`src/common/eb_params.svh`:
```
`ifndef EB_PARAMS_SVH
`define EB_PARAMS_SVH

// ********************
// buffer geometry
// ********************
`define EB_ADDRESS_WIDTH 4 // plus one wrap bit in the pointers.
`define EB_DEPTH 16

// ********************
// line-code symbols
// ********************
`define EB_COMMA_SYMBOL 10'h1BC // K28.5 style comma.
`define EB_SKIP_SYMBOL 10'h1A1

// ********************
// flow control
// ********************
`define EB_REMOVE_THRESHOLD 10 // remove skips only above this fill.
`define EB_CREDITS 4 // consumer pool granted at reset.

`endif

```
`src/common/eb_symbol_pkg.sv`:
```
package eb_symbol_pkg;

    // ********************
    // symbol classes
    // ********************

    // classification of one 10-bit received code.
    typedef enum logic [1:0] {
        sym_data,
        sym_comma,
        sym_skip
    } symbol_class_e;

endpackage

```
`src/common/eb_ctrl_pkg.sv`:
```
`include "eb_params.svh"

package eb_ctrl_pkg;

    // ********************
    // skip removal states
    // ********************
    typedef enum logic [1:0] {
        waiting_for_comma,
        comma_detected,
        skip_and_stall // second removed cycle.
    } skip_state_e;

    typedef logic [`EB_ADDRESS_WIDTH:0] pointer_t; // msb is the wrap bit.

endpackage

```
`src/skip_removal/skip_fsm.sv`:
```
`include "eb_params.svh"

module skip_fsm (
    input  logic                         recovered_clock,
    input  logic                         recovered_reset,
    input  logic [9:0]                   data_in,
    input  logic [`EB_ADDRESS_WIDTH-1:0] fill_level,
    output logic                         write_enable,
    output logic                         skip_removed
);

    import eb_symbol_pkg::*;
    import eb_ctrl_pkg::*;

    symbol_class_e symbol_class;
    skip_state_e   current_state;
    skip_state_e   next_state;
    logic          above_threshold;

    always_comb begin
        if (data_in == `EB_COMMA_SYMBOL) begin
            symbol_class = sym_comma;
        end else if (data_in == `EB_SKIP_SYMBOL) begin
            symbol_class = sym_skip;
        end else begin
            symbol_class = sym_data;
        end
    end

    assign above_threshold = fill_level > `EB_REMOVE_THRESHOLD;

    always_ff @(posedge recovered_clock or negedge recovered_reset) begin
        if (!recovered_reset) begin
            current_state <= waiting_for_comma;
        end else begin
            current_state <= next_state;
        end
    end

    // ********************
    // removal decision
    // ********************
    always_comb begin
        next_state   = waiting_for_comma;
        skip_removed = 1'b0;
        case (current_state)
            waiting_for_comma: begin
                if (symbol_class == sym_comma) begin
                    next_state = comma_detected;
                end
            end
            comma_detected: begin
                if (symbol_class == sym_skip && above_threshold) begin
                    next_state   = skip_and_stall;
                    skip_removed = 1'b1; // drop the skip itself.
                end
            end
            skip_and_stall: begin
                skip_removed = 1'b1; // drop the stall cycle.
            end
            default: next_state = waiting_for_comma;
        endcase
    end

    assign write_enable = !skip_removed;

endmodule

```
`src/skip_removal/fill_counter.sv`:
```
`include "eb_params.svh"

module fill_counter (
    input  logic                         recovered_clock,
    input  logic                         recovered_reset,
    input  logic                         write_enable,
    input  logic                         read_enable,
    output eb_ctrl_pkg::pointer_t        write_pointer,
    output eb_ctrl_pkg::pointer_t        read_pointer,
    output logic [`EB_ADDRESS_WIDTH-1:0] fill_level,
    output logic                         empty,
    output logic                         overflow
);

    import eb_ctrl_pkg::*;

    pointer_t pointer_difference;
    logic     full_next;
    logic     full;
    logic     prev_full;

    // ********************
    // pointers
    // ********************
    always_ff @(posedge recovered_clock or negedge recovered_reset) begin
        if (!recovered_reset) begin
            write_pointer <= '0;
        end else if (write_enable) begin
            write_pointer <= write_pointer + 1'b1; // keeps going when lapped.
        end
    end

    always_ff @(posedge recovered_clock or negedge recovered_reset) begin
        if (!recovered_reset) begin
            read_pointer <= '0;
        end else if (read_enable) begin
            read_pointer <= read_pointer + 1'b1;
        end
    end

    assign empty = write_pointer == read_pointer;

    assign pointer_difference = write_pointer - read_pointer;

    // same slot, opposite wrap bit.
    assign full_next =
        (write_pointer[`EB_ADDRESS_WIDTH] != read_pointer[`EB_ADDRESS_WIDTH]) &&
        (write_pointer[`EB_ADDRESS_WIDTH-1:0] == read_pointer[`EB_ADDRESS_WIDTH-1:0]);

    // ********************
    // level and overflow
    // ********************
    always_ff @(posedge recovered_clock or negedge recovered_reset) begin
        if (!recovered_reset) begin
            fill_level <= '0;
            full       <= 1'b0;
            prev_full  <= 1'b0;
            overflow   <= 1'b0;
        end else begin
            fill_level <= pointer_difference[`EB_ADDRESS_WIDTH-1:0]; // modulo depth.
            full       <= full_next;
            prev_full  <= full;
            // a write past full wraps the level back to one.
            overflow   <= prev_full && (fill_level == 1);
        end
    end

endmodule

```
`src/hw/symbol_ram.sv`:
```
`include "eb_params.svh"

module symbol_ram (
    input  logic                         recovered_clock,
    input  logic                         write_enable,
    input  logic [`EB_ADDRESS_WIDTH-1:0] write_address,
    input  logic [9:0]                   data_in,
    input  logic [`EB_ADDRESS_WIDTH-1:0] read_address,
    output logic [9:0]                   read_data
);

    logic [9:0] memory [`EB_DEPTH];

    always_ff @(posedge recovered_clock) begin
        if (write_enable) begin
            memory[write_address] <= data_in;
        end
    end

    assign read_data = memory[read_address]; // async read.

endmodule

```
`src/hw/credit_sender.sv`:
```
`include "eb_params.svh"

module credit_sender (
    input  logic       recovered_clock,
    input  logic       recovered_reset,
    input  logic       empty,
    input  logic [9:0] read_data,
    input  logic       credit_return,
    output logic       read_enable,
    output logic [9:0] data_out,
    output logic       data_valid
);

    localparam int CREDIT_WIDTH = $clog2(`EB_CREDITS + 1);

    logic [CREDIT_WIDTH-1:0] credit_count;
    logic                    credit_available;

    assign credit_available = credit_count != '0;
    assign read_enable      = !empty && credit_available;

    // ********************
    // credit counter
    // ********************
    always_ff @(posedge recovered_clock or negedge recovered_reset) begin
        if (!recovered_reset) begin
            credit_count <= CREDIT_WIDTH'(`EB_CREDITS);
        end else begin
            case ({read_enable, credit_return})
                2'b10: credit_count <= credit_count - 1'b1;
                2'b01: credit_count <= credit_count + 1'b1;
                default: credit_count <= credit_count; // pop and return cancel.
            endcase
        end
    end

    // ********************
    // output stage
    // ********************
    always_ff @(posedge recovered_clock or negedge recovered_reset) begin
        if (!recovered_reset) begin
            data_valid <= 1'b0;
        end else begin
            data_valid <= read_enable;
        end
    end

    always_ff @(posedge recovered_clock) begin
        if (read_enable) begin
            data_out <= read_data;
        end
    end

endmodule

```
`src/hw/elastic_buffer_top.sv`:
```
`include "eb_params.svh"

module elastic_buffer_top (
    input  logic                         recovered_clock,
    input  logic                         recovered_reset,
    input  logic [9:0]                   data_in,
    input  logic                         credit_return,
    output logic [9:0]                   data_out,
    output logic                         data_valid,
    output logic                         skip_removed,
    output logic                         overflow,
    output logic [`EB_ADDRESS_WIDTH-1:0] fill_level
);

    import eb_ctrl_pkg::*;

    pointer_t   write_pointer;
    pointer_t   read_pointer;
    logic       write_enable;
    logic       read_enable;
    logic       empty;
    logic [9:0] read_data;

    // ********************
    // receive side
    // ********************
    skip_fsm i_skip_fsm (
        .recovered_clock (recovered_clock),
        .recovered_reset (recovered_reset),
        .data_in         (data_in),
        .fill_level      (fill_level),
        .write_enable    (write_enable),
        .skip_removed    (skip_removed)
    );

    fill_counter i_fill_counter (
        .recovered_clock (recovered_clock),
        .recovered_reset (recovered_reset),
        .write_enable    (write_enable),
        .read_enable     (read_enable),
        .write_pointer   (write_pointer),
        .read_pointer    (read_pointer),
        .fill_level      (fill_level),
        .empty           (empty),
        .overflow        (overflow)
    );

    symbol_ram i_symbol_ram (
        .recovered_clock (recovered_clock),
        .write_enable    (write_enable),
        .write_address   (write_pointer[`EB_ADDRESS_WIDTH-1:0]), // wrap bit dropped.
        .data_in         (data_in),
        .read_address    (read_pointer[`EB_ADDRESS_WIDTH-1:0]),
        .read_data       (read_data)
    );

    // ********************
    // send side
    // ********************
    credit_sender i_credit_sender (
        .recovered_clock (recovered_clock),
        .recovered_reset (recovered_reset),
        .empty           (empty),
        .read_data       (read_data),
        .credit_return   (credit_return),
        .read_enable     (read_enable),
        .data_out        (data_out),
        .data_valid      (data_valid)
    );

endmodule

```
`config.mk`:
```
export PLATFORM = sky130hd
export DESIGN_NAME = elastic_buffer_top
export DESIGN_NICKNAME = d
export VERILOG_FILES = /design/src/common/eb_symbol_pkg.sv /design/src/common/eb_ctrl_pkg.sv /design/src/skip_removal/skip_fsm.sv /design/src/skip_removal/fill_counter.sv /design/src/hw/symbol_ram.sv /design/src/hw/credit_sender.sv /design/src/hw/elastic_buffer_top.sv
export VERILOG_INCLUDE_DIRS = /design/src /design/src/common
export SDC_FILE = /design/constraint.sdc
export NUM_CORES = 1
export LEC_CHECK = 0
export ABC_AREA = 1
export BUFFER_PORTS_ARGS = -buffer_cell sky130_fd_sc_hd__buf_2
export CAP_MARGIN = 0
export CORE_AREA = 4 4 140 142
export CTS_CLUSTER_SIZE = 14
export DETAILED_ROUTE_END_ITERATION = 6
export DIE_AREA = 0 0 144 146
export HOLD_SLACK_MARGIN = 0.1
export MAX_ROUTING_LAYER = met4
export PLACE_DENSITY_LB_ADDON = 0.25
export SYNTH_ARGS = -nofsm -noshare
export SYNTH_HDL_FRONTEND = slang
export SYNTH_SLANG_ARGS = --single-unit
export TNS_END_PERCENT = 1
```
`constraint.sdc`:
```
create_clock -name recovered_clock -period 6.06 [get_ports recovered_clock]
set_input_delay 1.212 -clock recovered_clock [delete_from_list [all_inputs] [get_ports recovered_clock]]
set_output_delay 1.212 -clock recovered_clock [all_outputs]
set_load 0.01 [all_outputs]
```
==> impl_results.md <==
* Status: complete, no violations
* Crit Path Class: input pin to primary output
* Clock net sink count at 193
* Row cnt at 50
* Die ar. at 21,000 um^2
* Synthesized net count at 758
* Sequential area share after synthesis at 0.695
* FF+latch area at 5680 um^2
* CP Capture Type: primary output
* Hold Path Depth at 0
* Peak supply drop at 233 uV
* WP data arrival at 2550 ps
* WL per Instance at 18.1 um
* CP Cell Sequence: buf_2 > nand2_1 > inv_1 > nand2_1 > nor2_1 > nand2_1 > nand2_2 > nand2_4 > inv_4 > buf_2
* Design area at 9100 um^2
* P&R area growth vs syn at 11.2%
* Worst setup path endpoint: skip_removed
* Initial antenna violation count at 0
* FF+latch count, synth at 193
* Clock Tree Root: clkbuf_16
* Routed vias at 5,297
* Core region area at 18,500 um^2
* Syn avg cell area at between 10 and 15 um^2
* Worst-Margin Slew at about 1300 ps
* Die W at between 100 and 150 um
* Most Frequent Cell on Critical Path: nand2_1
* FF-to-FF End: i_credit_sender.credit_count[2]
* Synth top area share at 0.624
* DP HPWL at 11.1 mm
* Hold buffer count at cts at 0
* Global route total overflow at 0
* Worst-path fanout max at 17
* Diodes inserted at 0
* Core Util, Final at 0.493
* Cell Area, Synth at between 8000 and 9000 um^2
* CTS tree: done
* Layout cell share with drive strength beyond 1 at 0.101
* Max cap viols at 0
* Worst skew pair latency at between 400 and 500 ps
* Placed Cells at 975
* TNS Setup at 0 ps
* Post-DR vias/cell at 5.27
* Slowest cell on crit path: buf_2
* Fin crit period at between 3000 and 4000 ps
* Num CTS Buffers at 17
* Pin count of the biggest net entering global routing at 72
* RSZ-0062 raised after global routing: false
* Ports at 30
* GRT Util Overall at 0.186
* Fin cells at 1,006
* FMAX at 266 MHz
* Final Wtd Congestion at between 0.8 and 0.9
* Hold Fails Final Rpt at 0
* Postcts setup bufs at 0
* Multi-input logic area at 2130 um^2
* YS warnings at 0
* Largest cells by area after synthesis: edfxtp_1, nor2_1, dfrtp_1
* First-pass GRT wire length at 28.3 mm
* Pins Over Slew Limit at 0
* P_leak at 0.00350 uW
* DRC at 0
* Worst path required time at 4850 ps
* H-Tree Level Count at 4
* R2R Setup Slk at 2340 ps
* Die Y at 146 um
* Gates resized, CTS repair at 0
* Min-Delay Path Class: flip-flop to flip-flop
* Routed Antenna Nets at 0
* First DRT Iteration DRCs at between 400 and 500
* CP Launch Type: input pin
* Vias in the first global route at approximately 5,200
* Clock Skew at 11.7 ps
* Max clock buf depth at 2
* Cells after synthesis at 731
* Final setup fails at 0
* FILL cells at between 1,500 and 2,000
* Unique masters post-synth at 27
* Top cell type by total area after synthesis: edfxtp_1
* Port bufs at 29
* Relative slew margins at 0.156
* Hold path startpoint: i_fill_counter.full
* Area after DPL at 8520 um^2
* Max incr delay on CP at 280 ps
* Worst setup path startpoint: data_in[7]
* Reg clk slew, reported paths at 60 ps
* Final cycle utilization of the critical path at 0.621
* Pre-antenna DRT Iters at 5
* Final wirelength at ~18 mm
* R2r worst-path depth at 13
* Reg2reg start: i_fill_counter.read_pointer[1]
* Pwr dens at 434 nW/um^2
* Starting density of the core at 0.443
* Total Nets Final at ~800
worst min path at each step:
stage | endpoint | slack [ps]
2_1_floorplan | i_fill_counter.prev_full | 330
3_3_place_gp | i_fill_counter.prev_full | 350
3_5_place_dp | i_fill_counter.prev_full | 340
4_1_cts | i_fill_counter.prev_full | 360
5_1_grt | i_fill_counter.prev_full | 360
6_report | i_fill_counter.prev_full | 360
layout by cell type, fill, tap and decap left out, drive strengths merged:
| cell type | n |
|---|---|
| nor2 | 179 |
| ha | 12 |
| nand4 | 1 |
| nor4 | 2 |
| fa | 2 |
| xnor2 | 6 |
| inv | 45 |
| edfxtp | 170 |
| buf | 43 |
| clkinvlp | 3 |
| xor2 | 6 |
| nor3 | 1 |
| clkbuf | 20 |
| dfrtp | 22 |
| clkinv | 4 |
| dfstp | 1 |
| mux2 | 1 |
| nand3 | 45 |
| a21oi | 3 |
| bufinv | 3 |
| o21ai | 82 |
| nand2 | 121 |
power breakdown:
group          leakage, uW  switching [uW]  internal [uW]  total [uW]
clock             0.000271             461            643        1100
combinational      0.00139             817            380        1200
sequential         0.00184            76.5           1570        1640
area by class of cell:
class                   instances  area share
well taps                     234      0.0322
repair buffers                 43      0.0275
inverters                      44      0.0184
clock buffers                  20      0.0480
clock inverters                11      0.0153
multi-input cells             461       0.234
flip-flops and latches        193       0.625
cell families (layout without fill, tap and decap cells):
| group | Yosys count | in the layout | synth area share |
|---|---|---|---|
| XOR/XNOR | 12 | 12 | 0.0128 |
| multiplexers | 1 | 1 | 0.00138 |
| buffers and inverters | 77 | 118 | 0.0450 |
| adder cells (fa/ha/maj) | 14 | 14 | 0.0232 |
| AND/OR/NAND/NOR | 349 | 349 | 0.171 |
| flip-flops | 193 | 193 | 0.695 |
| AO/OA/AOI/OAI | 85 | 85 | 0.0520 |
metrics by stage:
step | total power, uW | setup slack [ps] | hold WS (ps)
2_1_floorplan | 2550 | 2920 | 331
3_3_place_gp | 2860 | 2370 | 347
3_5_place_dp | 2870 | 2290 | 337
4_1_cts | 3970 | 2300 | 362
5_1_grt | 4190 | 1960 | 365
6_report | 3950 | 2300 | 360
synthesized netlist by cell type:
library cell / instances
dfrtp_1: 22
clkbuf_2: 1
inv_1: 42
o21ai_0: 62
o21ai_1: 20
nand2_4: 2
dfstp_2: 1
buf_4: 5
buf_2: 9
inv_2: 1
nor2_1: 179
clkbuf_1: 12
nand2_1: 118
nand3_1: 45
nor4_1: 2
fa_1: 2
xor2_1: 6
ha_1: 12
mux2_2: 1
nor3_1: 1
nand4_2: 1
xnor2_1: 6
edfxtp_1: 170
inv_4: 1
nand2_2: 1
buf_6: 6
a21oi_1: 3
critical path, delay by kind of cell:
| kind | cells | cell delay (ps) |
|---|---|---|
| and+or+nand+nor | 6 | 650 |
| buffers and inverters | 4 | 680 |
flip-flops by register name, summed over array words and instances (netlist names):
signal,count
i_credit_sender.credit_count,3
i_credit_sender.data_out,10
i_credit_sender.data_valid,1
i_fill_counter.fill_level,4
i_fill_counter.full,1
i_fill_counter.overflow,1
i_fill_counter.prev_full,1
i_fill_counter.read_pointer,5
i_fill_counter.write_pointer,5
i_skip_fsm.current_state,2
i_symbol_ram.memory,160
layer usage:
layer / track usage / share of wire
met1: 0.245 / 0.46
met2: 0.284 / 0.47
met3: 0.0361 / 0.043
met4: 0.0730 / 0.026
met5: - / 0
Note: power is estimated with default switching activity, not from simulation.
